[config.mk]
export PLATFORM = sky130hd
export DESIGN_NAME = mm_addr_decode
export DESIGN_NICKNAME = d
export VERILOG_FILES = /design/src/mm_pkg.sv /design/src/mm_addr_decode.sv
export VERILOG_INCLUDE_DIRS = /design/src
export SDC_FILE = /design/constraint.sdc
export NUM_CORES = 1
export LEC_CHECK = 0
export BUFFER_PORTS_ARGS = -buffer_cell sky130_fd_sc_hd__clkbuf_2
export CAP_MARGIN = 40
export CORE_AREA = 2 2 62 64
export DETAILED_ROUTE_END_ITERATION = 8
export DIE_AREA = 0 0 64 66
export PLACE_DENSITY = 0.8
export SLEW_MARGIN = 20
export SYNTH_ARGS = -nofsm -noshare
export SYNTH_HDL_FRONTEND = slang
export SYNTH_SLANG_ARGS = --single-unit
[constraint.sdc]
create_clock -name vclk -period 2
set_input_delay 0.3 -clock vclk [all_inputs]
set_output_delay 0.3 -clock vclk [all_outputs]
set_load 0.01 [all_outputs]
[src/mm_settings.svh]
/*
 * memory-mapped RAM wrapper settings
 * widths, peripheral register map, timer interrupt ID and test codes
 */
`ifndef MM_SETTINGS_SVH
`define MM_SETTINGS_SVH

// RAM size is 2**MM_RAM_ADDR_WIDTH bytes
`define MM_RAM_ADDR_WIDTH   16
`define MM_INSTR_WIDTH      128
`define MM_DATA_WIDTH       32

// peripheral register map
`define MM_TIMER_MASK_ADDR  32'h1500_0000
`define MM_TIMER_CNT_ADDR   32'h1500_0004
`define MM_TEST_STATUS_ADDR 32'h2000_0000
`define MM_EXIT_ADDR        32'h2000_0004

// interrupt line used by the countdown timer
`define MM_TIMER_IRQ_ID     5'd3

// values written by the test program to the status register
`define MM_TEST_PASS_CODE   32'd123456789
`define MM_TEST_FAIL_CODE   32'd1

`endif
[src/mm_pkg.sv]
/*
 * shared types of the memory-mapped RAM wrapper
 * access targets, peripheral register select and request structs
 */
`default_nettype none

`include "mm_settings.svh"

package mm_pkg;

    // where a data access ends up
    typedef enum logic [1:0] {
        TGT_RAM    = 2'd0,
        TGT_PERIPH = 2'd1,
        TGT_ERR    = 2'd2
    } mm_target_e;

    typedef enum logic [1:0] {
        REG_TIMER_MASK  = 2'd0,
        REG_TIMER_CNT   = 2'd1,
        REG_TEST_STATUS = 2'd2,
        REG_EXIT        = 2'd3
    } mm_periph_reg_e;

    // data port request as seen from the core
    typedef struct packed {
        logic [31:0]                 addr;
        logic                        we;
        logic [3:0]                  be;
        logic [`MM_DATA_WIDTH-1:0]   wdata;
    } mm_data_req_t;

    typedef struct packed {
        logic                          en;
        logic [`MM_RAM_ADDR_WIDTH-1:0] addr;
        logic                          we;
        logic [3:0]                    be;
        logic [`MM_DATA_WIDTH-1:0]     wdata;
    } mm_ram_req_t;

    typedef struct packed {
        logic                      en;
        mm_periph_reg_e            reg_sel;
        logic                      we;
        logic [`MM_DATA_WIDTH-1:0] wdata;
    } mm_periph_req_t;

endpackage

`default_nettype wire

[src/mm_addr_decode.sv]
/*
 * data port address decoder
 * routes each request to the RAM, the peripheral registers or the error path
 */
`timescale 1ns/1ns
`default_nettype none

`include "mm_settings.svh"

module mm_addr_decode (
    input  logic                   data_req_i,
    input  mm_pkg::mm_data_req_t   data_req_s_i,
    output mm_pkg::mm_ram_req_t    ram_req_o,
    output mm_pkg::mm_periph_req_t periph_req_o,
    output mm_pkg::mm_target_e     target_o
);
    import mm_pkg::*;

    logic in_ram;
    logic reg_hit;

    // everything above the RAM window must be zero
    assign in_ram = (data_req_s_i.addr[31:`MM_RAM_ADDR_WIDTH] == '0);

    always_comb begin
        ram_req_o    = '0;
        periph_req_o = '0;
        target_o     = TGT_ERR;
        reg_hit      = 1'b1;

        case (data_req_s_i.addr)
            `MM_TIMER_MASK_ADDR:  periph_req_o.reg_sel = REG_TIMER_MASK;
            `MM_TIMER_CNT_ADDR:   periph_req_o.reg_sel = REG_TIMER_CNT;
            `MM_TEST_STATUS_ADDR: periph_req_o.reg_sel = REG_TEST_STATUS;
            `MM_EXIT_ADDR:        periph_req_o.reg_sel = REG_EXIT;
            default:              reg_hit = 1'b0;
        endcase

        if (in_ram) begin
            target_o        = TGT_RAM;
            ram_req_o.en    = data_req_i;
            ram_req_o.addr  = data_req_s_i.addr[`MM_RAM_ADDR_WIDTH-1:0];
            ram_req_o.we    = data_req_s_i.we;
            ram_req_o.be    = data_req_s_i.be;
            ram_req_o.wdata = data_req_s_i.wdata;
        end else if (reg_hit) begin
            target_o           = TGT_PERIPH;
            periph_req_o.en    = data_req_i;
            periph_req_o.we    = data_req_s_i.we;
            periph_req_o.wdata = data_req_s_i.wdata;
        end
        // unmapped accesses leave both requests idle
    end

endmodule

`default_nettype wire

Word level (Yosys, flattened, before mapping)
Cells that the tools add are included.
- add/subtract/negate cells: 0
- bitwise logic cells: 0
- reduce and logical (&&, ||, !) cells: 2
- divide/modulo/power cells: 0
- magnitude comparators: 0
- muxes and demuxes: 9
- shift operators: 0
- eq/ne operators: 4
- $mul: 0
- operator list (kind ; number):
    2-to-1 mux 33 bit ; 2
    equality test 32 x 29 -> 1 bit, second input constant ; 2
    equality test 32 x 30 -> 1 bit, second input constant ; 2
    2-to-1 mux 54 bit ; 1
    zero test 16 bit ; 1
    case mux 2 bit (3 select lines) ; 1
    2-to-1 mux 2 bit ; 2
    OR reduction 4 bit ; 1
    2-to-1 mux 1 bit ; 3
- bits in read-only memories: 0
- memories kept: 0
- latch bits: 0
- RAM bits: 0
- register bits: 0
- input port bits: 70

Longest topological paths before layout
- word-level depth: 5
- depth in mapped cells: 5
- mapped depth without buffers: 4

Worst setup path before layout
OpenSTA, ideal clock, no wires.
- path kind: input-to-output
- start: in data_req_s_i[58] (netlist bit)
- end: out periph_req_o[25] (netlist bit)
- arrival time: 1563 ps
- slack: 137 ps
- stages on the path: 5
- required time: 1700 ps
- cell sequence: nor4_2 nand3_2 nor4b_4 buf_6 and2_1
- RTL lines (item ; line ; source):
    from (decl) ; mm_addr_decode.sv:12 ; input mm_pkg::mm_data_req_t data_req_s_i,
    to (decl) ; mm_addr_decode.sv:14 ; output mm_pkg::mm_periph_req_t periph_req_o,

==> impl_results.md <==
- Status: complete, but fails checks
- Failing checks: setup timing
- CP Capture Type: output port
- RSZ-0062 raised after global routing: yes
- Fin. max-slew vios: 0
- First-pass detailed-route iteration total: 4
- Max IR drop VDD: a little under 0.06 mV
- Synth-to-Final Area Change: 141%
- # IOs: around 160
- Critical path class: in -> out
- Worst relative slew slack: 81.6%
- Die width: about 64 um
- CP Launch Type: input port
- Worst slew pin tran: around 0.28 ns
- Worst setup margin: -0.0354 ns
- Top-area cell type share of the netlist area: between 70 and 80%
- LEAKAGE: 1.13 nW
- Die height: between 60 and 70 um
- Sequential share of power: 0%
- Synth unique cells: 15
- Non-filler instance count after layout: roughly 330
- Gr usage total: ~13%
- CP max stage delay: 0.32 ns
- Synth area leaders: and2_1 74%, buf_6 4.5%, nor4_2 3.3%
- Final core occ: 51.0%
- Net Sw Power: between 40 and 50 uW
- Ant. Diodes: 0
- Buf/Inv on CP: 4
- DRC: 0
- Most common cell in the netlist: and2_1
- CP max FO: 12
- Overflow after GRT: 0
- Site Rows: 22
- Clock network power share: 0%
- Endpoints failing setup: 17
- DIE AREA: around 4200 um2
- DR iter-0 viols: 2
- Leading area contributor after synthesis: and2_1
- Gpl congestion: 0.694
- Vias in the first global route: approximately 1.2k
- Number of port buffers: about 160
- Synth Net Count: roughly 190
- Critical Path Start: data_req_s_i[54]
- Fin crit period: between 2 and 2.5 ns
- Setup TNS: -0.361 ns
- Final hold viol count: 0
- Clock buffers: 0
- Max_cap viols: 0
- Largest net degree at the start of global routing: 33
- Post-Synthesis Mean Instance Area: 6.49 um2
- Setup crit end: periph_req_o[24]
- Most instantiated cells after synthesis: 89 x and2_1, 5 x clkbuf_1
- Nets: between 300 and 400
- Placeable Area: around 3600 um2
- Comb power frac: 100.0%
- Gate Count Post-Synth: about 120
- Total Power: between 100 and 150 uW
- Dpl cells: roughly 320
- WL/cell: between 10 and 15 um
- Sw Share: about two fifths
- Post-route ant nets: 0
- Critical-path top delay cell: nor4b_4
- Stages on the worst setup path: 8
- Hold crit path type: in -> out
- Share of cells above drive strength 1: approximately two thirds
- CP delay by family, top: simple AND/OR/NAND/NOR gates
- Worst-path cell chain: clkbuf_2 -> nor4_4 -> nand3_2 -> nor4b_4 -> buf_4 -> buf_6 -> and2_1 -> buf_2
- Total Wirelength: ~3500 um
- Vias per cell: 4.27
- Synth Warn #: 0
- Fmax: between 400 and 500 MHz
- Register Area: 0 um2
- Mapped cell area: between 700 and 800 um2
- Pwr dens: between 50 and 60 nW/um2
- Initial antenna violation count: 0
- CP required: approximately 1.7 ns
- Cell-internal power: between 60 and 70 uW
- Flip-flop and latch count: 0
- CP Data Arrival Time: 1.74 ns
- First-pass GRT wire length: 4830 um
- Vias: 1402
- Starting Density: about a fifth
- Tcrit/Tclk final: 102%
- Post-DP HPWL: roughly 2900 um
- Sequential fraction of the synthesis area: 0%
layout make-up:
cell class,instances,area [um2]
Timing Repair Buffer,172,976
Multi-Input combinational cell,108,776
Fill cell,338,1740
Tap cell,48,60.1
per-stage QoR:
| stage | setup WS, ns | hold slack (ns) | cell area [um2] |
|---|---|---|---|
| finish | -0.0354 | 0.895 | 1810 |
| global route | -0.113 | 0.918 | 1810 |
| CTS | -0.0274 | 0.896 | 1660 |
| detailed placement | -0.0767 | 0.892 | 1630 |
| global placement | -0.0552 | 0.892 | 1630 |
| floorplan | 0.137 | 0.706 | 753 |
worst min path at each step:
| stage | start | to | slack, ns | cells after the start |
|---|---|---|---|---|
| floorplan | data_req_s_i[66] | periph_req_o[34] | 0.71 | 2 |
| global placement | data_req_s_i[33] | ram_req_o[33] | 0.89 | 3 |
| detailed placement | data_req_s_i[34] | ram_req_o[34] | 0.89 | 3 |
| CTS | data_req_s_i[34] | ram_req_o[34] | 0.90 | 3 |
| global route | data_req_s_i[35] | ram_req_o[35] | 0.92 | 3 |
| finish | data_req_s_i[34] | ram_req_o[34] | 0.90 | 3 |
power groups by stage:
stage | clock [mW] | combinational [mW] | sequential, mW
floorplan | 0 | 0.00930 | 0
global placement | 0 | 0.0860 | 0
detailed placement | 0 | 0.0890 | 0
CTS | 0 | 0.0933 | 0
global route | 0 | 0.117 | 0
finish | 0 | 0.106 | 0
what timing repair did:
item,4_1_cts,5_1_grt
resized for setup,4,47
endpoints found under the setup margin,35,63
gates cloned,0,2
pin swaps,1,8
setup buffers,1,2
hold buffers,0,0
cell families (layout without fill, tap and decap cells):
| family | Yosys count | after routing | synth area share (%) |
|---|---|---|---|
| AOI/OAI and AO/OA | 1 | 1 | 0.664 |
| buffers and inverters | 8 | 172 | 6.98 |
| and+or+nand+nor | 107 | 107 | 92.4 |
layer usage:
metal | GRT usage [%] | up-vias | share of wire, %
li1 | - | 694 | -
met1 | 14.1 | 615 | 34
met5 | 0 | - | 0
met4 | 0 | 0 | 0
met2 | 29.3 | 93 | 55
met3 | 1.53 | 0 | 10
cells in the final DEF (no fill, tap or decap), drive strengths merged:
cell type	synthesis	final
a21oi	1	1
and2	89	89
and4b	1	1
buf	3	33
clkbuf	5	139
nand2	1	1
nand3	2	2
nand4	1	1
nor2	3	3
nor3	4	4
nor4	5	5
nor4b	1	1
Power figures use the tool's default switching activity.
