## config.mk

```make
export PLATFORM = sky130hd
export DESIGN_NAME = mm_rsp_mux
export DESIGN_NICKNAME = d
export VERILOG_FILES = /design/src/mm_pkg.sv /design/src/mm_rsp_mux.sv
export VERILOG_INCLUDE_DIRS = /design/src
export SDC_FILE = /design/constraint.sdc
export NUM_CORES = 1
export LEC_CHECK = 0
export ABC_AREA = 1
export BUFFER_PORTS_ARGS = -buffer_cell sky130_fd_sc_hd__buf_2
export CAP_MARGIN = 10
export CORE_MARGIN = 8
export CORE_UTILIZATION = 28
export CTS_BUF_LIST = sky130_fd_sc_hd__clkbuf_4 sky130_fd_sc_hd__clkbuf_8 sky130_fd_sc_hd__clkbuf_16
export DETAILED_ROUTE_END_ITERATION = 10
export PLACE_DENSITY = 0.85
export SLEW_MARGIN = 20
export SYNTH_ARGS = -nofsm -noshare
export SYNTH_HDL_FRONTEND = slang
export SYNTH_SLANG_ARGS = --single-unit
```

## constraint.sdc

```tcl
create_clock -name clk_i -period 2.7 [get_ports clk_i]
set_input_delay 0.405 -clock clk_i [delete_from_list [all_inputs] [get_ports clk_i]]
set_output_delay 0.405 -clock clk_i [all_outputs]
set_load 0.01 [all_outputs]
```

## src/mm_settings.svh

```systemverilog
/*
 * memory-mapped RAM wrapper settings
 * widths, peripheral register map, timer interrupt ID and test codes
 */
`ifndef MM_SETTINGS_SVH
`define MM_SETTINGS_SVH

// RAM size is 2**MM_RAM_ADDR_WIDTH bytes
`define MM_RAM_ADDR_WIDTH   16
`define MM_INSTR_WIDTH      128
`define MM_DATA_WIDTH       32

// peripheral register map
`define MM_TIMER_MASK_ADDR  32'h1500_0000
`define MM_TIMER_CNT_ADDR   32'h1500_0004
`define MM_TEST_STATUS_ADDR 32'h2000_0000
`define MM_EXIT_ADDR        32'h2000_0004

// interrupt line used by the countdown timer
`define MM_TIMER_IRQ_ID     5'd3

// values written by the test program to the status register
`define MM_TEST_PASS_CODE   32'd123456789
`define MM_TEST_FAIL_CODE   32'd1

`endif
```

## src/mm_pkg.sv

```systemverilog
/*
 * shared types of the memory-mapped RAM wrapper
 * access targets, peripheral register select and request structs
 */
`default_nettype none

`include "mm_settings.svh"

package mm_pkg;

    // where a data access ends up
    typedef enum logic [1:0] {
        TGT_RAM    = 2'd0,
        TGT_PERIPH = 2'd1,
        TGT_ERR    = 2'd2
    } mm_target_e;

    typedef enum logic [1:0] {
        REG_TIMER_MASK  = 2'd0,
        REG_TIMER_CNT   = 2'd1,
        REG_TEST_STATUS = 2'd2,
        REG_EXIT        = 2'd3
    } mm_periph_reg_e;

    // data port request as seen from the core
    typedef struct packed {
        logic [31:0]                 addr;
        logic                        we;
        logic [3:0]                  be;
        logic [`MM_DATA_WIDTH-1:0]   wdata;
    } mm_data_req_t;

    typedef struct packed {
        logic                          en;
        logic [`MM_RAM_ADDR_WIDTH-1:0] addr;
        logic                          we;
        logic [3:0]                    be;
        logic [`MM_DATA_WIDTH-1:0]     wdata;
    } mm_ram_req_t;

    typedef struct packed {
        logic                      en;
        mm_periph_reg_e            reg_sel;
        logic                      we;
        logic [`MM_DATA_WIDTH-1:0] wdata;
    } mm_periph_req_t;

endpackage

`default_nettype wire

```

## src/mm_rsp_mux.sv

```systemverilog
/*
 * data response unit
 * one-cycle rvalid and read data select between RAM and peripherals
 */
`timescale 1ns/1ns
`default_nettype none

`include "mm_settings.svh"

module mm_rsp_mux (
    input  logic                      clk_i,
    input  logic                      rst_ni,
    input  logic                      data_req_i,
    input  mm_pkg::mm_target_e        target_i,
    input  logic [`MM_DATA_WIDTH-1:0] ram_rdata_i,
    input  logic [`MM_DATA_WIDTH-1:0] periph_rdata_i,
    output logic                      data_rvalid_o,
    output logic [`MM_DATA_WIDTH-1:0] data_rdata_o
);
    import mm_pkg::*;

    mm_target_e target_q;

    always_ff @(posedge clk_i, negedge rst_ni) begin
        if (!rst_ni) begin
            target_q      <= TGT_ERR;
            data_rvalid_o <= 1'b0;
        end else begin
            target_q      <= target_i;
            data_rvalid_o <= data_req_i;
        end
    end

    // error accesses read as zero
    always_comb begin
        case (target_q)
            TGT_RAM:    data_rdata_o = ram_rdata_i;
            TGT_PERIPH: data_rdata_o = periph_rdata_i;
            default:    data_rdata_o = '0;
        endcase
    end

endmodule

`default_nettype wire

```

## Word level (Yosys, flattened, before mapping)

Index checks and enable logic that the tools add are counted.

| word-level totals | value |
|---|---|
| input port bits | 69 |
| flip-flop bits (word level) | 3 |
| word-level logic and storage cells | 5 |
| output and inout bits | 33 |

| operators by class | value |
|---|---|
| reductions and logical operators | 1 |
| muxes and demuxes | 1 |
| equality and inequality tests | 1 |

Operators with widths:

| cell | count |
|---|---|
| case mux 32 bit (2 select lines) | 1 |
| == test 2 x 1 -> 1 bit, second input constant | 1 |
| zero test 2 bit | 1 |

## Logic depth before layout (Yosys ltp)

Gate-level depths: netlist of run 1.

| depth | value |
|---|---|
| depth after elaboration | 2 |
| gate-level depth with buffers | 5 |
| mapped depth without buffers | 3 |

## Worst setup path before layout of run 1

No wires, ideal clock.

| path | value |
|---|---|
| kind | flip-flop to output port |
| start point | register target_q[0] |
| end point | output data_rdata_o[0] |
| arrival time | 0.897 ns |
| data required time | 2.295 ns |
| path buffers | 2 |
| stages on the path, launching flop included | 6 |
| path slack | 1.398 ns |
| cells stage by stage | dfrtp_1 > buf_6 > nor2_4 > buf_4 > nand2_1 > nand2_1 |

| on the way | value |
|---|---|
| cells in the longest elaborated chain, start to end | 2 |
| elaborated cells between the ends (all ways) | 3 |
| classes of those cells | eq/ne: 1; mux: 1; reduce/logical: 1 |

RTL lines:

| element | RTL line | text |
|---|---|---|
| from (decl) | mm_rsp_mux.sv:22 | `mm_target_e target_q;` |
| from (signal assigned) | mm_rsp_mux.sv:29 | `target_q <= target_i;` |
| == test 2 x 1 -> 1 bit or zero test 2 bit (tied branches) | mm_rsp_mux.sv:36 | `case (target_q)` |
| case mux 32 bit (2 select lines) * | mm_rsp_mux.sv:36 |  |
| to (decl) | mm_rsp_mux.sv:18 | `` output logic [`MM_DATA_WIDTH-1:0] data_rdata_o `` |

Every way passes the cells marked *; elsewhere a longest branch is shown, timed or not.

## Final worst setup path of run 1

| path | value |
|---|---|
| start point | register target_q[0] |
| end point | output data_rdata_o[14] |

The elaborated chain is that of the path after synthesis.

==> out/metrics.cfg, run 1 <==
[clocking]
cts_resized=0
ctsHoldBuffers=1
cts_sinks=3
path_clk_slew_ns=0.04
cts_root_buf=clkbuf_4
cts-htree-levels=1
numCtsBuffers=3
ctsLongestPathBuffers=2
cts_tree=yes
postCtsSetupBuffers=0

[placed_design]
io_buffers=101
placed_cell_area_um2=1040
dp_hpwl_um=2220
gp_congestion=0.705

[die]
ios=102
dieArea_um2=3670
num_rows=16
die_y_um=60.5
die_w_um=60.5
start_util_pct=28.9
coreArea_um2=1920

[timing]
fin_crit_ns=1.91
timing.fmax_mhz=525
tightest_slew_ns=0.649
finalHoldViolCount=0
slew_headroom_pct=56.6
slew_viol_final=0
finalCritPeriodShare_pct=70.6
setup_tns_ns=0
rsz0062_at_grt=no
setup_viol=0

[global_routing]
track_usage_pct=13.6
grt_pass1_wl_um=4080
overflow=0
first_global_vias=998
grt_max_degree=33
antenna_found_initial=0

[detailed_routing]
num_vias=1052
wl_per_cell_um=11.7
viasPerCell=4.48
wl_um=2740
drt_iter0_drc=62
dr.pass1.iters=4
antenna_left=0
post-route-drc-count=0

[setup_path]
cp.arrival_ns=1.50
crit_chain=nor2_4, nand2_1, nand2_1, buf_2
critPathLaunchType=register
cp_slowest_stage_delay_ns=0.54
crit_path_end_kind=primary output
cpMostUsedCell=nand2_1
cp_max_fo=32
path_class=register to primary output
cp.required_ns=2.30
cp_slowest_cell=nor2_4

[cells_and_area]
fin_area_um2=1080
layout-drive-gt1-share_pct=52.4
fin_nets=278
area_growth_pct=94.1
nFillCells=203
diodes=0

[synthesis]
synth_cells=111
ys_warn_count=0
synth_area_um2=556
ys_seq_area_share_pct=13.7
ys_types=9
synth_seq_cells=3
syn_nets=180
syn_area_per_cell_um2=5.00

[power_and_ir_drop]
totalPowerFinal_mw=0.289
leakage_nw=0.759
peakVddDrop_v=0.000306
pwr_density_cell_nw_per_um2=268

[flow_run]
drv_cap=0

[hold_path]
min_path_type=primary input to register

[status]
outcome=finished clean

layout by cell type (no fill, tap or decap):
cell and n:
buf_2 101, dlygate4sd3_1 1, nor2_4 1, dfrtp_1 2
nand2_1 64, buf_4 1, inv_2 1, clkbuf_4 4
dfstp_2 1, nand3_1 32
metrics by stage:
step | hold slack, ns | setup slack [ns] | utilization [%] | std cells
floorplan | 0.109 | 1.40 | - | 111
global placement | 0.202 | 1.05 | 54.0 | 230
detailed placement | 0.202 | 1.02 | 54.0 | 230
CTS | 0.270 | 0.770 | 56.1 | 235
global route | 0.266 | 0.644 | 56.1 | 235
finish | 0.279 | 0.794 | 56.1 | 235
synthesized netlist by cell type, drive strengths merged:
| cell | count | area share (%) |
|---|---|---|
| dfrtp | 2 | 9.0 |
| inv | 1 | 0.68 |
| nor2 | 1 | 2.0 |
| dfstp | 1 | 4.7 |
| nand2 | 64 | 43 |
| nand3 | 32 | 29 |
| buf | 10 | 11 |
where the power goes:
| group | leakage (nW) | internal [mW] | switching [mW] |
|---|---|---|---|
| logic | 0.707 | 0.0740 | 0.0778 |
| clock network | 0.0184 | 0.0653 | 0.0223 |
| registers | 0.0338 | 0.0482 | 0.00182 |
| total | 0.759 | 0.187 | 0.102 |
final cells by class:
class,count,area [um^2],area share (%)
timing repair buffer,103,523,48.5
multi-input combinational,97,412,38.2
sequential,3,76.3,7.08
tap,27,33.8,3.13
clock buffer,4,30.0,2.78
inverter,1,3.75,0.348
final timing paths:
kind / startpoint / end / slack (ns) / depth (start not counted)
setup / recovery: target_q[0] / data_rdata_o[14] / 0.79 / 4
max in group asynchronous: rst_ni / target_q[1] / 2.00 / 2
hold / removal: target_i[1] / target_q[1] / 0.28 / 1
min in group asynchronous: rst_ni / data_rvalid_o / 0.51 / 2
per-layer routing:
metal	wire length (um)	GRT usage (%)	vias to the layer above
li1	-	-	547
met3	488	5.72	0
met4	0	1.99	0
met1	918	12.9	442
met5	0	0	-
met2	1340	26.8	63
state kept, by name, summed over array words and instances, names as in the netlist:
register and count:
target_q 2, data_rvalid_o 1
worst max-delay path: cells and delay by family, from the launching register on:
kind,cells,cell delay (ns)
DFF,1,0.40
and+or+nand+nor,3,0.75
buffers and inverters,1,0.13
kinds of logic after synthesis:
group         synth area share [%]
flops                         13.7
simple gates                  74.1
buf+inv                       12.2
Power figures use the tool's default switching activity.
==> run 2, diff against run 1 <==
- CORE_UTILIZATION: 28 -> 26
- PLACE_DENSITY: 0.85 -> 0.8
- clock period: 2.7 -> 1.8 ns (I/O delays scaled with it)
==> run 2 against run 1 <==
  * Cell count up 0.43%
  * Die area increased by 5.6%
  * Routed wire length increased by 10%
  * Worst hold slack got worse by 0.14 ns
  * Core utilization fell by 1.1 points
  * Cell area increased by 1.0%
  * Sequential cell count unchanged
  * Sequential share of layout area decreased by 0.073 points
  * First-iteration DRC count increased by 4.8%
==> out/metrics.cfg, run 2 (synthesized netlist as in run 1, its figures left out) <==
[status]
outcome=finished clean

[clocking]
numCtsBuffers=3
cts-htree-levels=1
cts_root_buf=clkbuf_4
path_clk_slew_ns=0.04
cts_tree=yes
cts_sinks=3
ctsLongestPathBuffers=2

[global_routing]
antenna_found_initial=0
track_usage_pct=13.4
overflow=0
grt_max_degree=33
first_global_vias=964
grt_pass1_wl_um=4430

[detailed_routing]
dr.pass1.iters=4
wl_per_cell_um=12.8
drt_iter0_drc=65
antenna_left=0
viasPerCell=4.42
num_vias=1043
wl_um=3020
post-route-drc-count=0

[hold_path]
holdCritStartpoint=target_i[1]
min_path_type=primary input to register
worst_hold_path.num_cells=1
worstHoldEndpoint=target_q[1]

[setup_path]
crit_path_end_kind=primary output
cp_slowest_stage_delay_ns=0.45
cp_slowest_cell=dfrtp_1
path_class=register to primary output
cp_max_fo=32
cp.arrival_ns=1.40
cp.required_ns=1.53
crit_chain=buf_4, nand3_1, nand2_1, buf_2
critPathLaunchType=register

[cells_and_area]
nFillCells=241
mostFrequentLayoutCell=buf_2
most-common-layout-cells=buf_2 (101), nand2_1 (64), nand3_1 (32), clkbuf_4 (4)
diodes=0
top_register=target_q
area_growth_pct=96.2
fin_nets=279
final_cells=236
fin_area_um2=1090
layout-drive-gt1-share_pct=52.6
reg_top3=target_q (2), data_rvalid_o (1)
largest_reg_flops=2

[placed_design]
io_buffers=101
placed_cells=230
placed_cell_area_um2=1040
gp_congestion=0.817
dp_hpwl_um=2290
post-place-ws_ns=0.250

[die]
start_util_pct=28.0
dieArea_um2=3870
ios=102
coreArea_um2=1980
num_rows=16
die_w_um=62.2
die_y_um=62.2

[power_and_ir_drop]
peakVddDrop_v=0.000369
power.switching_mw=0.158
pwr-share-comb_pct=52.2
p_seq_share_pct=17.6
pwr_density_cell_nw_per_um2=404
clkPwrFrac_pct=30.3
leakage_nw=0.762
p_int_mw=0.282
switching_share_pct=36.0

[timing]
tightest_slew_ns=0.494
whs_ns=0.142
rsz0062_at_grt=yes
slew_viol_final=0
setup_viol=0
setup_tns_ns=0
fin_crit_ns=1.67
setup_ws_ns=0.133
finalHoldViolCount=0
slew_headroom_pct=67.0
timing.fmax_mhz=600
finalCritPeriodShare_pct=92.6

[flow_run]
drv_cap=0

-- run 2: changes by cell type in the layout (fill, tap and decap cells not counted), sizes merged --
cell and change:
nor2 +1
-- run 2: what timing repair did --
action | 4_1_cts | 5_1_grt
endpoints found under the setup margin | 1 | 32
pin swaps | 1 | 0
resized for setup | 0 | 1
setup buffers | 0 | 0
endpoints found under the hold margin | 3 | 0
hold buffers | 1 | 0
gates cloned | 0 | 1
-- run 2: final cells by class --
class / count / area (um^2) / share of cell area [%]
inverter: 1 / 3.75 / 0.344
clock buffer: 4 / 30.0 / 2.76
sequential: 3 / 76.3 / 7.00
multi-input combinational: 98 / 423 / 38.8
tap: 27 / 33.8 / 3.10
timing repair buffer: 103 / 523 / 48.0
-- run 2: worst max path at each step --
stage	startpoint	to	slack, ns
5_1_grt	target_q[1]	data_rdata_o[8]	-0.003
3_3_place_gp	target_q[0]	data_rdata_o[20]	0.26
2_1_floorplan	target_q[0]	data_rdata_o[0]	0.63
4_1_cts	target_q[0]	data_rdata_o[20]	0.02
3_5_place_dp	target_q[0]	data_rdata_o[20]	0.25
6_report	target_q[0]	data_rdata_o[2]	0.13
-- run 2: critical path: cells and delay by family (launching register included) --
kind                   cells  cell delay, ns
buffers and inverters      2            0.48
flip-flops                 1            0.45
AND/OR/NAND/NOR            2            0.22
-- run 2: metal layers --
metal | vias up | part of all wire (%) | global-route usage, %
met3 | 6 | 8.2 | 4.12
met4 | 0 | 1.2 | 5.83
met5 | - | 0 | 0
li1 | 551 | - | -
met2 | 48 | 53 | 25.6
met1 | 438 | 38 | 12.8
-- run 2: power by group through the flow --
stage | logic [mW] | clock network, mW | registers (mW)
5_1_grt | 0.255 | 0.140 | 0.0779
4_1_cts | 0.231 | 0.139 | 0.0752
2_1_floorplan | 0.108 | 0 | 0.0757
3_3_place_gp | 0.226 | 0 | 0.0756
6_report | 0.230 | 0.133 | 0.0773
3_5_place_dp | 0.229 | 0 | 0.0760
-- run 2: stage by stage --
stage	util (%)	total power, mW
floorplan	-	0.183
global placement	52.4	0.302
detailed placement	52.4	0.305
CTS	54.4	0.445
global route	55.0	0.474
finish	55.0	0.440
==> run 3, diff against run 2 <==
- SETUP_SLACK_MARGIN: default -> 0.4
- TNS_END_PERCENT: default -> 30
==> run 3 against run 2 <==
  * First-iteration DRC count rose by 28%
  * Clock-buffer cell count is the same
  * Sequential cell count unchanged
  * Critical path depth up 2
  * Core utilization increased by 8.0 points
  * Worst hold slack worse by 0.00061 ns
  * Via count is 2.9% higher
  * Maximum frequency increased by 4.0%
  * Cell count is 3.8% higher
  * Highest routed layer unchanged
==> out/metrics.cfg, run 3 (synthesized netlist as in run 1, its figures left out) <==
[status]
outcome=finished clean

[die]
dieArea_um2=3870
num_rows=16
start_util_pct=28.0
die_w_um=62.2
ios=102
coreArea_um2=1980
die_y_um=62.2

[global_routing]
antenna_found_initial=0
grt_max_degree=33
overflow=0
track_usage_pct=14.6
grt_pass1_wl_um=4790
first_global_vias=1018

[timing]
tightest_slew_ns=0.213
slew_headroom_pct=85.8
slew_viol_final=0
rsz0062_at_grt=yes
setup_tns_ns=0
finalHoldViolCount=0
timing.fmax_mhz=624
finalCritPeriodShare_pct=89.0
fin_crit_ns=1.60
setup_viol=0

[placed_design]
placed_cell_area_um2=1040
dp_hpwl_um=2290
io_buffers=101
gp_congestion=0.817

[clocking]
cts_sinks=3
cts_root_buf=clkbuf_4
cts_tree=yes
path_clk_slew_ns=0.04
ctsLongestPathBuffers=2
numCtsBuffers=3
cts-htree-levels=1

[setup_path]
cp.arrival_ns=1.33
path_class=register to primary output
crit_path_end_kind=primary output
cp_max_fo=6
cp.required_ns=1.53
critPathLaunchType=register

[cells_and_area]
fin_nets=288
reg_top3=target_q (2), data_rvalid_o (1)
largest_reg_flops=2
nFillCells=223
most-common-layout-cells=buf_2 (101), nand2_1 (58), nand3_1 (32), buf_6 (7), nand2_2 (6)
mostFrequentLayoutCell=buf_2
top_register=target_q
fin_area_um2=1250
diodes=0
area_growth_pct=125
layout-drive-gt1-share_pct=57.8

[detailed_routing]
dr_wl_met2_um=1700
viasPerCell=4.38
highest_layer=met4
drt_iter0_drc=83
dr.pass1.iters=3
antenna_left=0
dr_wl_met3_um=230
wl_per_cell_um=12.7
num_vias=1073
post-route-drc-count=0
met1_length_um=1160
wl_um=3110

[power_and_ir_drop]
peakVddDrop_v=0.000372
pwr_density_cell_nw_per_um2=385
pwr-share-comb_pct=56.0
p_seq_share_pct=16.1
clkPwrFrac_pct=27.9
leakage_nw=0.832
switching_share_pct=35.2
power.switching_mw=0.169
p_int_mw=0.311

[hold_path]
worst_hold_path.num_cells=1
worstHoldEndpoint=target_q[0]
holdCritStartpoint=target_i[0]
min_path_type=primary input to register

[flow_run]
drv_cap=0

## run 3: power by group through the flow
stage | logic [mW] | clock network (mW) | registers (mW)
final | 0.269 | 0.134 | 0.0773
after detailed placement | 0.229 | 0 | 0.0760
after global placement | 0.226 | 0 | 0.0756
after floorplan | 0.108 | 0 | 0.0757
after CTS | 0.268 | 0.139 | 0.0772
after global routing | 0.297 | 0.140 | 0.0779
## run 3: final cells by class
type	instances	area, um^2	share of cell area [%]
tap	27	33.8	2.71
timing repair buffer	112	657	52.7
sequential	3	77.6	6.22
clock buffer	4	30.0	2.41
inverter	1	11.3	0.903
multi-input combinational	98	438	35.1
## run 3: how the worst max path moves through the flow
stage,startpoint,to,slack (ns),cells after the start
2_1_floorplan,target_q[0],data_rdata_o[0],0.63,5
3_3_place_gp,target_q[0],data_rdata_o[20],0.26,4
6_report,target_q[1],data_rdata_o[1],0.20,6
4_1_cts,target_q[1],data_rdata_o[23],0.22,6
5_1_grt,target_q[1],data_rdata_o[1],0.15,6
3_5_place_dp,target_q[0],data_rdata_o[20],0.25,4
## run 3: repair_timing
action                                  CTS  global route
pin swaps                                 2             0
endpoints found under the setup margin   32            32
cloned                                    2             0
gates resized for setup                  14             7
hold buffers                              1             0
buffers inserted                          8             0
hold endpoints to repair                  3             0
## run 3: routing by layer
layer | global-route usage (%) | vias to the layer above
met4 | 5.54 | 0
li1 | - | 572
met3 | 4.12 | 4
met1 | 14.8 | 455
met5 | 0 | -
met2 | 27.3 | 42
## run 3: per-stage QoR
step | setup WS [ns] | hold slack (ns) | cells | util, % | total power, mW
final | 0.198 | 0.141 | 245 | 62.9 | 0.480
after global routing | 0.145 | 0.138 | 245 | 62.9 | 0.515
after CTS | 0.221 | 0.135 | 245 | 62.0 | 0.484
after detailed placement | 0.250 | 0.0679 | 230 | 52.4 | 0.305
after global placement | 0.261 | 0.0660 | 230 | 52.4 | 0.302
after floorplan | 0.633 | -0.0256 | 111 | - | 0.183
## run 3: critical path, cell delays in order (launching register included)
cell and delay, ns:
dfstp_2 0.57, buf_6 0.12, nor2_4 0.04, buf_6 0.14
nand2_2 0.04, nand2_1 0.05, buf_2 0.14
