### src/mm_settings.svh
/*
 * memory-mapped RAM wrapper settings
 * widths, peripheral register map, timer interrupt ID and test codes
 */
`ifndef MM_SETTINGS_SVH
`define MM_SETTINGS_SVH

// RAM size is 2**MM_RAM_ADDR_WIDTH bytes
`define MM_RAM_ADDR_WIDTH   16
`define MM_INSTR_WIDTH      128
`define MM_DATA_WIDTH       32

// peripheral register map
`define MM_TIMER_MASK_ADDR  32'h1500_0000
`define MM_TIMER_CNT_ADDR   32'h1500_0004
`define MM_TEST_STATUS_ADDR 32'h2000_0000
`define MM_EXIT_ADDR        32'h2000_0004

// interrupt line used by the countdown timer
`define MM_TIMER_IRQ_ID     5'd3

// values written by the test program to the status register
`define MM_TEST_PASS_CODE   32'd123456789
`define MM_TEST_FAIL_CODE   32'd1

`endif
### src/mm_pkg.sv
/*
 * shared types of the memory-mapped RAM wrapper
 * access targets, peripheral register select and request structs
 */
`default_nettype none

`include "mm_settings.svh"

package mm_pkg;

    // where a data access ends up
    typedef enum logic [1:0] {
        TGT_RAM    = 2'd0,
        TGT_PERIPH = 2'd1,
        TGT_ERR    = 2'd2
    } mm_target_e;

    typedef enum logic [1:0] {
        REG_TIMER_MASK  = 2'd0,
        REG_TIMER_CNT   = 2'd1,
        REG_TEST_STATUS = 2'd2,
        REG_EXIT        = 2'd3
    } mm_periph_reg_e;

    // data port request as seen from the core
    typedef struct packed {
        logic [31:0]                 addr;
        logic                        we;
        logic [3:0]                  be;
        logic [`MM_DATA_WIDTH-1:0]   wdata;
    } mm_data_req_t;

    typedef struct packed {
        logic                          en;
        logic [`MM_RAM_ADDR_WIDTH-1:0] addr;
        logic                          we;
        logic [3:0]                    be;
        logic [`MM_DATA_WIDTH-1:0]     wdata;
    } mm_ram_req_t;

    typedef struct packed {
        logic                      en;
        mm_periph_reg_e            reg_sel;
        logic                      we;
        logic [`MM_DATA_WIDTH-1:0] wdata;
    } mm_periph_req_t;

endpackage

`default_nettype wire

### src/mm_periph.sv
/*
 * pseudo peripherals of the RAM wrapper
 * countdown timer with interrupt, test-status and exit registers
 */
`timescale 1ns/1ns
`default_nettype none

`include "mm_settings.svh"

module mm_periph (
    input  logic                      clk_i,
    input  logic                      rst_ni,
    input  mm_pkg::mm_periph_req_t    periph_req_i,
    input  logic                      irq_ack_i,
    input  logic [4:0]                irq_id_i,
    output logic [`MM_DATA_WIDTH-1:0] rdata_o,
    output logic                      irq_o,
    output logic                      tests_passed_o,
    output logic                      tests_failed_o,
    output logic                      exit_valid_o,
    output logic [`MM_DATA_WIDTH-1:0] exit_value_o
);
    import mm_pkg::*;

    logic [`MM_DATA_WIDTH-1:0] timer_mask_q;
    logic [`MM_DATA_WIDTH-1:0] timer_cnt_q;
    logic                      wr;
    logic                      mask_wr;
    logic                      cnt_wr;
    logic                      status_wr;
    logic                      exit_wr;
    logic                      timer_fire;
    logic                      irq_clr;

    assign wr        = periph_req_i.en & periph_req_i.we;
    assign mask_wr   = wr && (periph_req_i.reg_sel == REG_TIMER_MASK);
    assign cnt_wr    = wr && (periph_req_i.reg_sel == REG_TIMER_CNT);
    assign status_wr = wr && (periph_req_i.reg_sel == REG_TEST_STATUS);
    assign exit_wr   = wr && (periph_req_i.reg_sel == REG_EXIT);

    // count reaches zero on this edge and the timer line is unmasked
    assign timer_fire = !mask_wr && !cnt_wr && (timer_cnt_q == 1)
                        && timer_mask_q[`MM_TIMER_IRQ_ID];
    assign irq_clr    = irq_ack_i && (irq_id_i == `MM_TIMER_IRQ_ID);

    always_ff @(posedge clk_i, negedge rst_ni) begin
        if (!rst_ni) begin
            timer_mask_q <= '0;
            timer_cnt_q  <= '0;
            irq_o        <= 1'b0;
        end else begin
            if (mask_wr) begin
                timer_mask_q <= periph_req_i.wdata;
            end

            // any timer write holds off the decrement for that cycle
            if (cnt_wr) begin
                timer_cnt_q <= periph_req_i.wdata;
            end else if (!mask_wr && timer_cnt_q != '0) begin
                timer_cnt_q <= timer_cnt_q - 1'b1;
            end

            // acknowledge wins over a new event in the same cycle
            if (irq_clr) begin
                irq_o <= 1'b0;
            end else if (timer_fire) begin
                irq_o <= 1'b1;
            end
        end
    end

    always_ff @(posedge clk_i, negedge rst_ni) begin
        if (!rst_ni) begin
            tests_passed_o <= 1'b0;
            tests_failed_o <= 1'b0;
            exit_valid_o   <= 1'b0;
            exit_value_o   <= '0;
        end else begin
            tests_passed_o <= status_wr && (periph_req_i.wdata == `MM_TEST_PASS_CODE);
            tests_failed_o <= status_wr && (periph_req_i.wdata == `MM_TEST_FAIL_CODE);
            exit_valid_o   <= exit_wr;
            if (exit_wr) begin
                exit_value_o <= periph_req_i.wdata;
            end
        end
    end

    // read-back sees the register before a write in the same cycle
    always_ff @(posedge clk_i) begin
        if (periph_req_i.en) begin
            if (periph_req_i.we) begin
                rdata_o <= '0;
            end else if (periph_req_i.reg_sel == REG_TIMER_MASK) begin
                rdata_o <= timer_mask_q;
            end else if (periph_req_i.reg_sel == REG_TIMER_CNT) begin
                rdata_o <= timer_cnt_q;
            end else begin
                rdata_o <= '0;
            end
        end
    end

endmodule

`default_nettype wire

### config.mk
export PLATFORM = sky130hd
export DESIGN_NAME = mm_periph
export DESIGN_NICKNAME = d
export VERILOG_FILES = /design/src/mm_pkg.sv /design/src/mm_periph.sv
export VERILOG_INCLUDE_DIRS = /design/src
export SDC_FILE = /design/constraint.sdc
export NUM_CORES = 1
export LEC_CHECK = 0
export BUFFER_PORTS_ARGS = -buffer_cell sky130_fd_sc_hd__buf_2
export CORE_MARGIN = 5
export CORE_UTILIZATION = 50
export DETAILED_ROUTE_END_ITERATION = 10
export GPL_TIMING_DRIVEN = 0
export PLACE_DENSITY_LB_ADDON = 0.05
export REMOVE_ABC_BUFFERS = 1
export SLEW_MARGIN = 20
export SYNTH_ARGS = -nofsm -noshare
export SYNTH_HDL_FRONTEND = slang
export SYNTH_SLANG_ARGS = --single-unit
### constraint.sdc
create_clock -name clk_i -period 3.8 [get_ports clk_i]
set_clock_uncertainty 0.1 [all_clocks]
set_input_delay 0.19 -clock clk_i [delete_from_list [all_inputs] [get_ports clk_i]]
set_output_delay 0.19 -clock clk_i [all_outputs]
set_load 0.02 [all_outputs]
* After elaboration in Yosys (flattened, before gate mapping)
Cells that the tools add are included.
** Operators by class
- Div/mod/pow operators :: 0
- Bitwise operators :: 1
- Add/sub/neg operators :: 1
- Magnitude comparators :: 0
- $mul :: 0
- Reductions and logical operators :: 17
- Equality and inequality tests :: 7
- Multiplexer cells :: 6
- Shift-type cells :: 0
** Operators by type and width (number)
- $mux W32 :: 4
- $eq A32 B1 Y1 const B :: 2
- $eq A32 B27 Y1 const B :: 1
- $reduce_bool A32 Y1 :: 1
- $sub A32 B1 Y32 const B :: 1
- $logic_and A1 B1 Y1 :: 11
- $eq A5 B2 Y1 const B :: 1
- $eq A2 B2 Y1 const B :: 2
- $reduce_bool A2 Y1 :: 2
- $eq A2 B1 Y1 const B :: 1
- $logic_not A1 Y1 :: 2
- $logic_not A2 Y1 :: 1
- $mux W1 :: 2
- $and A1 B1 Y1 :: 1
** Storage, ports and cells
- Bits of input ports :: 44
- ROM bits :: 0
- Memories kept :: 0
- Output and inout bits :: 68
- Bits in writable memories :: 0
- Bits in latches :: 0
- Word-level logic and storage cells :: 40
- Register bits :: 132

* Logic depth before layout (Yosys ltp)
Gate-level depths: netlist of run 1.
- Word-level depth :: 8
- Gate-level depth with buffers :: 8
- Gate-level depth less buffers :: 7

* Worst setup path before layout of run 1
No wires, ideal clock.
- Path kind :: reg-to-reg
- From :: reg timer_cnt_q[0]
- To :: reg timer_cnt_q[25]
- Period minus slack after synthesis :: 2568 ps
- Cell stages (with the launch flop) :: 9
- Data required time :: 3569 ps
- Buffers on the path :: 1
- Setup time :: 131 ps
- Data arrival time :: 2337 ps
- Slack :: 1232 ps
- Cells stage by stage :: dfrtp_1 > inv_1 > ha_1 > or3b_2 > or4_4 > buf_6 > o2111ai_1 > xor2_1 > o21ai_1
** On the way
- Cells in the longest elaborated chain, start to end :: 3
- Elaborated cells on any way between the ends :: 6
- Classes of those cells :: add/sub: 1; mux: 2; reduce/logical: 3
** RTL lines
- from (decl) :: RTL line mm_periph.sv:26 : logic [`MM_DATA_WIDTH-1:0] timer_cnt_q;
- from (signal assigned) :: RTL line mm_periph.sv:58 : timer_cnt_q <= periph_req_i.wdata;
- from (signal assigned) :: RTL line mm_periph.sv:60 : timer_cnt_q <= timer_cnt_q - 1'b1;
- $sub A32 B1 Y32 / $reduce_bool A32 Y1 (equally long branches) :: RTL line mm_periph.sv:60, mm_periph.sv:59
- $mux W32 / $logic_and A1 B1 Y1 (equally long branches) :: RTL line mm_periph.sv:59 : end else if (!mask_wr && timer_cnt_q != '0) begin
- $mux W32 / $reduce_bool A2 Y1 (equally long branches)
Parallel ways exist; a longest one is shown, timed or not. The select of a mux whose other input is x is not followed.
A chain may end at the register's enable or synchronous reset.

* Worst setup path after layout of run 1
- From :: reg timer_cnt_q[19]
- To :: reg irq_o
** On the way
- Cells in the longest elaborated chain, start to end :: 4
** RTL lines
- $eq A32 B1 Y1 :: RTL line mm_periph.sv:42 : assign timer_fire = !mask_wr && !cnt_wr && (timer_cnt_q == 1)
- $logic_and A1 B1 Y1 (2 in a row) :: RTL line mm_periph.sv:42
- $reduce_bool A2 Y1 (no source line)
- to (signal assigned) :: RTL line mm_periph.sv:50 : irq_o <= 1'b0;
- to (signal assigned) :: RTL line mm_periph.sv:65 : irq_o <= 1'b0;
- to (signal assigned) :: RTL line mm_periph.sv:67 : irq_o <= 1'b1;
- to (decl) :: RTL line mm_periph.sv:17 : output logic irq_o,
Every way passes these cells.

==> flow_summary.ini, run 1 <==
[outcome]
status = finished clean

[pwr]
swShare_pct = 31.3
leakage_nw = 3.68
p_switching_mw = 1.35
ir_worst_vdd_mv = 0.320
power_frac_clock_pct = 35.6
p_comb_share_pct = 19.5
p_total_mw = 4.31
p_per_area_nw_per_um2 = 551
p_seq_share_pct = 45.0
internal-power_mw = 2.96

[timing]
setup_viol = 0
slew_headroom_pct = 29.2
fmax_mhz = 304
fin_crit_sh_pct = 86.6
whs_ns = 0.0636
timing.final.crit_period_ns = 3.29
drv_slew = 0
worst_pin_slew_ns = 1.06
setup_slack_ns = 0.511
rsz0062_at_grt = no
hold_viol = 0

[synth]
syn_area_per_cell_sq_um = 9.72
synth.most_common_cell = nand2_1
netlist_area_sq_um = 6180
yosysTopAreaCell = dfrtp_1
async_flop_share_pct = 75.8
synth_edf_count = 32
synth.distinct_cells = 55
yosys-top-cells-count = nand2_1 (211), dfrtp_1 (100), nor2_1 (60)
yosys_most_used_dff = dfrtp_1
synthTopCellsByArea = dfrtp_1 (40%), edfxtp_1 (16%), nand2_1 (13%)
yosysWarnings = 0
syn_inst = 636
yosysTopAreaCellShare_pct = 40.5
ys_ff_latch = 132
yosysSeqAreaShare_pct = 56.0

[hold_path]
hold_depth = 4
min_to = timer_mask_q[2]
hp-start = periph_req_i[34]
hp-class = input port to flip-flop

[drt]
drtPass1Iterations = 5
initialDrtViolationCount = 280
drtAntennaViolNets = 0
num_vias = 5199
drc = 0
detail_route.wl_per_cell_um = 17.5
via_per_inst = 5.46
routed_wl_um = 16600

[global_routing]
grt_max_degree = 65
antenna_found_initial = 0
grt_usage_pct = 23.5
grt_pass1_vias = 5152
grt-ovfl-total = 0
grt_pass1_wl_um = 26800

[floorplanning]
io_pins = 112
die-area_sq_um = 14700
start_util_pct = 51.2
die_h_um = 121
rows = 40
die_w_um = 121
core_sq_um = 12100

[critical_path]
r2r-end = irq_o
crit_chain = or4_1 > nand4b_2 > nor2_1 > a21oi_1 > a31oi_1 > dlygate4sd3_1
crit_type = flip-flop to flip-flop
worst_ep_required_time_ns = 4.05
end_kind = flip-flop
r2r_cells = 6
path_max_fanout = 21
rrSetupSlack_ns = 0.51
critical_path.max_stage_delay_ns = 0.79
cp-start-kind = flip-flop
cp.arrival_ns = 3.54
crit_slowest_cell = nand4b_2
r2r_start = timer_cnt_q[19]

[clock_tree]
clockBufferDepth = 2
path_clk_slew_ns = 0.06
tritoncts_num_sinks = 132
cts_made_buffers = 17
cts_root_buf = clkbuf_16
cts_tree = built
htree_levels = 4
clock_latency_ns = 0.42

[place]
placed_area_sq_um = 6910
place_ws_ns = 0.0725
dp_cells = 885
numPortBuffers = 111
place_hpwl_um = 11100
place_congestion = 0.816

[final_layout]
postLayoutCellArea_sq_um = 7820
syn_to_final_growth_pct = 26.6
instances_no_fill = 952
drive_gt1_share_pct = 21.9
layout.nets = 817
diodes = 0

[run]
maxCapViolations = 0
[stage by stage]
stage,setup TNS (ns),utilization (%)
after global routing,0,64.9
after global placement,-165.66,56.4
after CTS,0,64.8
after detailed placement,0,57.3
final,0,64.9
after floorplan,-6.46,-
[what timing repair did]
| action | CTS | global route |
|---|---|---|
| endpoints found under the hold margin | 186 | 0 |
| setup buffers | 0 | 0 |
| hold buffers | 35 | 0 |
| gates resized for setup | 0 | 0 |
[cells in the final DEF, fill, tap and decap left out, types with 9 or more instances in the layout]
cell type,n
nand3_1,11
dlygate4sd3_1,35
nor2_1,60
clkbuf_16,17
nand2_1,209
o21ai_1,9
xor2_1,14
nor4_1,16
edfxtp_1,32
or4_1,13
dfrtp_1,100
mux2i_1,32
a31oi_1,9
buf_2,109
[cell type report]
class | instances | area, sq um
fill | 953 | 4240
multi-input combinational | 466 | 2580
sequential | 132 | 3460
clock inverter | 13 | 111
timing repair buffer | 151 | 1000
tap | 168 | 210
clock buffer | 19 | 443
inverter | 3 | 11.3
[power by group through the flow]
stage / clock network [mW] / registers [mW] / logic [mW]
2_1_floorplan: 0 / 2.02 / 0.415
3_3_place_gp: 0 / 1.95 / 0.785
3_5_place_dp: 0 / 1.95 / 0.811
4_1_cts: 1.55 / 1.93 / 0.847
5_1_grt: 1.62 / 1.97 / 0.937
6_report: 1.53 / 1.94 / 0.839
[worst max-delay path: cells and delay by family, from the launching register on]
kind	cells	cell delay (ns)
compound gates	2	0.27
buf+inv	1	0.57
flops	1	0.45
simple gates	3	1.83
[state kept, by name (all words and copies together) (netlist names)]
register / count
timer_mask_q: 32
exit_valid_o: 1
exit_value_o: 32
rdata_o: 32
tests_passed_o: 1
timer_cnt_q: 32
irq_o: 1
tests_failed_o: 1
[routing by layer]
metal / wire, um / GRT usage, % / vias up
met2: 7740 / 36.4 / 183
met5: 0 / 0 / -
met3: 1170 / 5.27 / 22
li1: - / - / 2466
met4: 266 / 7.77 / 0
met1: 7450 / 33.0 / 2528
[worst max path at each step]
stage,slack (ns),to,start
floorplan,-0.58,timer_cnt_q[20],periph_req_i[34]
global placement,-4.32,timer_cnt_q[20],periph_req_i[35]
detailed placement,0.07,exit_value_o[20],periph_req_i[33]
CTS,0.50,exit_value_o[31],periph_req_i[33]
global route,0.34,irq_o,timer_cnt_q[19]
finish,0.51,irq_o,timer_cnt_q[19]
[cell families (layout without fill, tap and decap cells)]
| logic type | count (synthesis) | in the layout | share of synthesized area, % |
|---|---|---|---|
| AND/OR/NAND/NOR | 361 | 361 | 27.1 |
| flip-flops | 132 | 132 | 56.0 |
| AO/OA/AOI/OAI | 56 | 56 | 6.56 |
| buffers and inverters | 38 | 186 | 2.59 |
| multiplexers | 32 | 32 | 5.18 |
| XOR/XNOR | 15 | 15 | 2.13 |
| adder cells (fa/ha/maj) | 2 | 2 | 0.405 |
No activity file was read; power rests on OpenSTA's default activity.
==> inputs of run 2 (changes only) <==
Settings changed: SLEW_MARGIN 20 to 10.
Clock period 3.8 ns to 3.2 ns, I/O delays scaled along.
==> flow_summary.ini, run 2 (synthesis gave the netlist of run 1 again) <==
[critical_path]
crit_slowest_cell = nand2_1
cp_common_cell = nand2_1
critPathTopFamily = buffers and inverters
crit_buf_inv = 2
end_kind = flip-flop
r2r_start = timer_cnt_q[0]
cp.arrival_ns = 3.22
path_max_fanout = 38
critical_path.max_stage_delay_ns = 1.07
crit_type = input port to flip-flop
r2r_cells = 7
worst_ep_required_time_ns = 3.45
cp-start-kind = input port
crit_chain = buf_2 > nand2_1 > clkinvlp_4 > nand2_1 > nand2_1
r2r-end = timer_cnt_q[11]
rrSetupSlack_ns = 0.25

[timing]
fmax_mhz = 336
setup_viol = 0
hold_viol = 0
fin_crit_sh_pct = 92.9
drv_slew = 0
setup_slack_ns = 0.226
timing.final.crit_period_ns = 2.97
slew_headroom_pct = 18.0
rsz0062_at_grt = no
worst_pin_slew_ns = 1.23

[outcome]
status = finished clean

[pwr]
power_frac_clock_pct = 35.4
leakage_nw = 3.70
p_total_mw = 5.12
swShare_pct = 31.2
ir_worst_vdd_mv = 0.314
internal-power_mw = 3.52
p_comb_share_pct = 19.6
p_seq_share_pct = 45.1
p_switching_mw = 1.60
p_per_area_nw_per_um2 = 652

[final_layout]
seq_area_sq_um = 3460
layout.nets = 819
multi_input_area_sq_um = 2580
syn_to_final_growth_pct = 27.0
final_common_cell = nand2_1
fillers = 976
drive_gt1_share_pct = 21.9
diodes = 0
post-route-util_pct = 65.1
final_cell_mix = nand2_1 (211), buf_2 (110), dfrtp_1 (100)

[clock_tree]
cts_made_buffers = 17
path_clk_slew_ns = 0.06
cts_root_buf = clkbuf_16
clockBufferDepth = 2
htree_levels = 4
postCtsSetupBuffers = 0
clock_latency_ns = 0.42
tritoncts_num_sinks = 132
cts_tree = built

[place]
place_hpwl_um = 11100
numPortBuffers = 111
place_congestion = 0.816
place_ws_ns = -0.528

[floorplanning]
core_sq_um = 12100
die_h_um = 121
die-area_sq_um = 14700
rows = 40
io_pins = 112
start_util_pct = 51.2
die_w_um = 121

[global_routing]
grt_pass1_vias = 5146
grt_pass1_wl_um = 26900
grt_max_degree = 65
grt_usage_pct = 23.6
antenna_found_initial = 0
grt-ovfl-total = 0

[drt]
via_per_inst = 5.47
detail_route.wl_per_cell_um = 17.4
initialDrtViolationCount = 299
drtPass1Iterations = 5
drc = 0
routed_wl_um = 16600
drtAntennaViolNets = 0
num_vias = 5214

[run]
maxCapViolations = 0

[hold_path]
min_to = timer_mask_q[6]
hp-class = input port to flip-flop
hold_depth = 4
hp-start = periph_req_i[34]
-- run 2: power by group through the flow --
stage | Clock, mW | Combinational (mW) | Sequential, mW
after floorplan | 0 | 0.493 | 2.40
after global placement | 0 | 0.933 | 2.31
after detailed placement | 0 | 0.964 | 2.32
after CTS | 1.84 | 1.01 | 2.30
after global routing | 1.92 | 1.11 | 2.34
final | 1.81 | 1.00 | 2.31
-- run 2: layout make-up --
class	count	area share, %
clock inverter	13	1.43
timing repair buffer	153	13.0
clock buffer	19	5.64
inverter	3	0.191
sequential	132	44.1
multi-input combinational	466	32.9
tap	168	2.68
-- run 2: worst reg2reg max path, stage by stage, from the launching register on --
cell	delay, ns
dfrtp_1	0.43
inv_1	0.11
ha_1	0.23
or3b_2	0.58
or4_4	0.71
o211ai_2	0.34
xor2_1	0.18
a21oi_1	0.08
-- run 2: through the flow --
step	hold WS, ns	setup TNS (ns)	instances	cell area [sq um]
after floorplan	-0.236	-28.21	601	6030
after global placement	0.256	-209.88	880	6800
after detailed placement	-0.0167	-15.94	885	6910
after CTS	0.0206	0	954	7840
after global routing	0.0486	0	954	7850
final	0.0272	0	954	7850
-- run 2: worst max path at each step --
| stage | end | start | cells past startpoint | slack, ns |
|---|---|---|---|---|
| after floorplan | timer_cnt_q[20] | periph_req_i[34] | 5 | -1.15 |
| after global placement | timer_cnt_q[20] | periph_req_i[35] | 6 | -4.89 |
| after detailed placement | exit_value_o[20] | periph_req_i[33] | 5 | -0.53 |
| after CTS | exit_value_o[31] | periph_req_i[33] | 5 | 0.19 |
| after global routing | exit_value_o[18] | periph_req_i[33] | 5 | 0.001 |
| final | exit_value_o[31] | periph_req_i[33] | 5 | 0.23 |
-- run 2: per-layer routing --
| metal | global-route usage (%) | vias up | wire, um |
|---|---|---|---|
| li1 | - | 2477 | - |
| met1 | 32.9 | 2537 | 7530 |
| met2 | 37.0 | 173 | 7820 |
| met3 | 5.55 | 27 | 1070 |
| met4 | 7.14 | 0 | 224 |
| met5 | 0 | - | 0 |
-- run 2: what timing repair did --
item | CTS | global route
endpoints found under the setup margin | 32 | 1
hold buffers | 37 | 0
gates resized for setup | 1 | 1
pin swaps | 0 | 0
hold endpoints to repair | 197 | 0
==> inputs of run 3 (changes only) <==
==> constraint.sdc (replaced) <==
create_clock -name clk_i -period 3.2 [get_ports clk_i]
set_clock_uncertainty 0.1 [all_clocks]
set_input_delay 0.64 -clock clk_i [delete_from_list [all_inputs] [get_ports clk_i]]
set_output_delay 0.64 -clock clk_i [all_outputs]
set_load 0.02 [all_outputs]
==> flow_summary.ini, run 3 (synthesis gave the netlist of run 1 again) <==
[outcome]
status = finished clean

[floorplanning]
rows = 40
io_pins = 112
start_util_pct = 51.2
die_w_um = 121
die-area_sq_um = 14700
core_sq_um = 12100
die_h_um = 121

[place]
place_hpwl_um = 11100
numPortBuffers = 111
place_congestion = 0.816
dp_cells = 885

[hold_path]
hp-class = input port to asynchronous set/reset pin

[timing]
worst_pin_slew_ns = 1.24
hold_viol = 0
timing.final.crit_period_ns = 2.99
rsz0062_at_grt = no
fmax_mhz = 334
setup_viol = 0
drv_slew = 0
slew_headroom_pct = 17.0
fin_crit_sh_pct = 93.5

[critical_path]
crit_type = input port to flip-flop
critical_path.max_stage_delay_ns = 0.82
path_max_fanout = 35
crit_chain = buf_2 > and3b_1 > nand2_1 > o211a_1 > a21oi_1 > nand3_1
worst_ep_required_time_ns = 3.39
cp-start-kind = input port
critPathTopFamily = simple AND/OR/NAND/NOR gates
cp-startpoint = periph_req_i[35]
end_kind = flip-flop
crit_slowest_cell = nand2_1
r2r_start = timer_cnt_q[0]
crit_buf_inv = 1
cp.arrival_ns = 3.19

[global_routing]
grt_max_degree = 65
grt_pass1_vias = 4995
antenna_found_initial = 0
grt_pass1_wl_um = 26300
grt-ovfl-total = 0
grt_usage_pct = 23.2

[drt]
drtAntennaViolNets = 0
drtPass1Iterations = 7
via_per_inst = 5.54
detail_route.wl_per_cell_um = 17.9
initialDrtViolationCount = 264
num_vias = 5076
drc = 0
routed_wl_um = 16400

[run]
maxCapViolations = 0

[clock_tree]
hold_buffers = 0
clockBufferDepth = 2
path_clk_slew_ns = 0.06
postCtsSetupBuffers = 0
clock_latency_ns = 0.42
ctsResizeCount = 2
cts_made_buffers = 17
tritoncts_num_sinks = 132
cts_tree = built
cts_root_buf = clkbuf_16
htree_levels = 4

[final_layout]
multi_input_area_sq_um = 2590
post-route-util_pct = 62.1
instances_no_fill = 917
fillers = 1034
final_cell_mix = nand2_1 (210), buf_2 (109), dfrtp_1 (100)
layout.nets = 782
syn_to_final_growth_pct = 21.1
final_common_cell = nand2_1
diodes = 0
seq_area_sq_um = 3460
drive_gt1_share_pct = 23.1

[pwr]
leakage_nw = 3.54
ir_worst_vdd_mv = 0.285
p_per_area_nw_per_um2 = 679
==> run 3: changes by cell type in the layout (fill, tap and decap cells not counted) <==
| cell | previous run | this run |
|---|---|---|
| dlygate4sd3_1 | 37 | 0 |
| buf_2 | 110 | 109 |
| clkbuf_4 | 0 | 1 |
| nand2_1 | 211 | 210 |
| nand2_2 | 1 | 2 |
==> run 3: area by class of cell <==
cell class	count	share of cell area, %
Clock buffer	19	5.92
Clock inverter	13	1.50
Inverter	3	0.201
Multi-Input combinational cell	466	34.6
Sequential cell	132	46.3
Tap cell	168	2.81
Timing Repair Buffer	116	8.73
==> run 3: stage by stage <==
| step | setup TNS, ns | hold WS (ns) | instance area (sq um) | setup slack, ns | total power [mW] |
|---|---|---|---|---|---|
| floorplan | -53.17 | 0.244 | 6030 | -1.63 | 2.89 |
| global placement | -255.64 | 0.355 | 6800 | -5.37 | 3.24 |
| detailed placement | -36.13 | 0.357 | 6910 | -1.01 | 3.29 |
| CTS | 0 | 0.0174 | 7470 | 0.171 | 5.11 |
| global route | 0 | 0.0247 | 7480 | 0.0152 | 5.34 |
| finish | 0 | 0.00422 | 7480 | 0.207 | 5.09 |
==> run 3: path summary, 6_finish.rpt <==
path                       slack [ns]          endpoint  depth (start not counted)
setup / recovery                 0.21   timer_cnt_q[27]                          6
hold / removal                  0.004  exit_value_o[24]                          1
setup reg to reg                 0.26   timer_cnt_q[11]                          7
hold reg to reg                  0.37  exit_value_o[29]                          2
max in group asynchronous        2.34  timer_mask_q[27]                          2
min in group clk_i               0.31             irq_o                          2
==> run 3: where the power goes <==
group	leakage [nW]	total (mW)	internal, mW	switching [mW]
combinational	1.72	0.966	0.373	0.593
clock	0.257	1.81	1.08	0.732
sequential	1.57	2.31	2.04	0.269
total	3.54	5.09	3.49	1.59
==> run 3: metal layers <==
metal	wire length (um)	global-route usage (%)	vias up
met4	206	6.58	0
met3	1060	5.64	26
li1	-	-	2401
met5	0	0	-
met2	7660	35.8	175
met1	7450	32.8	2474
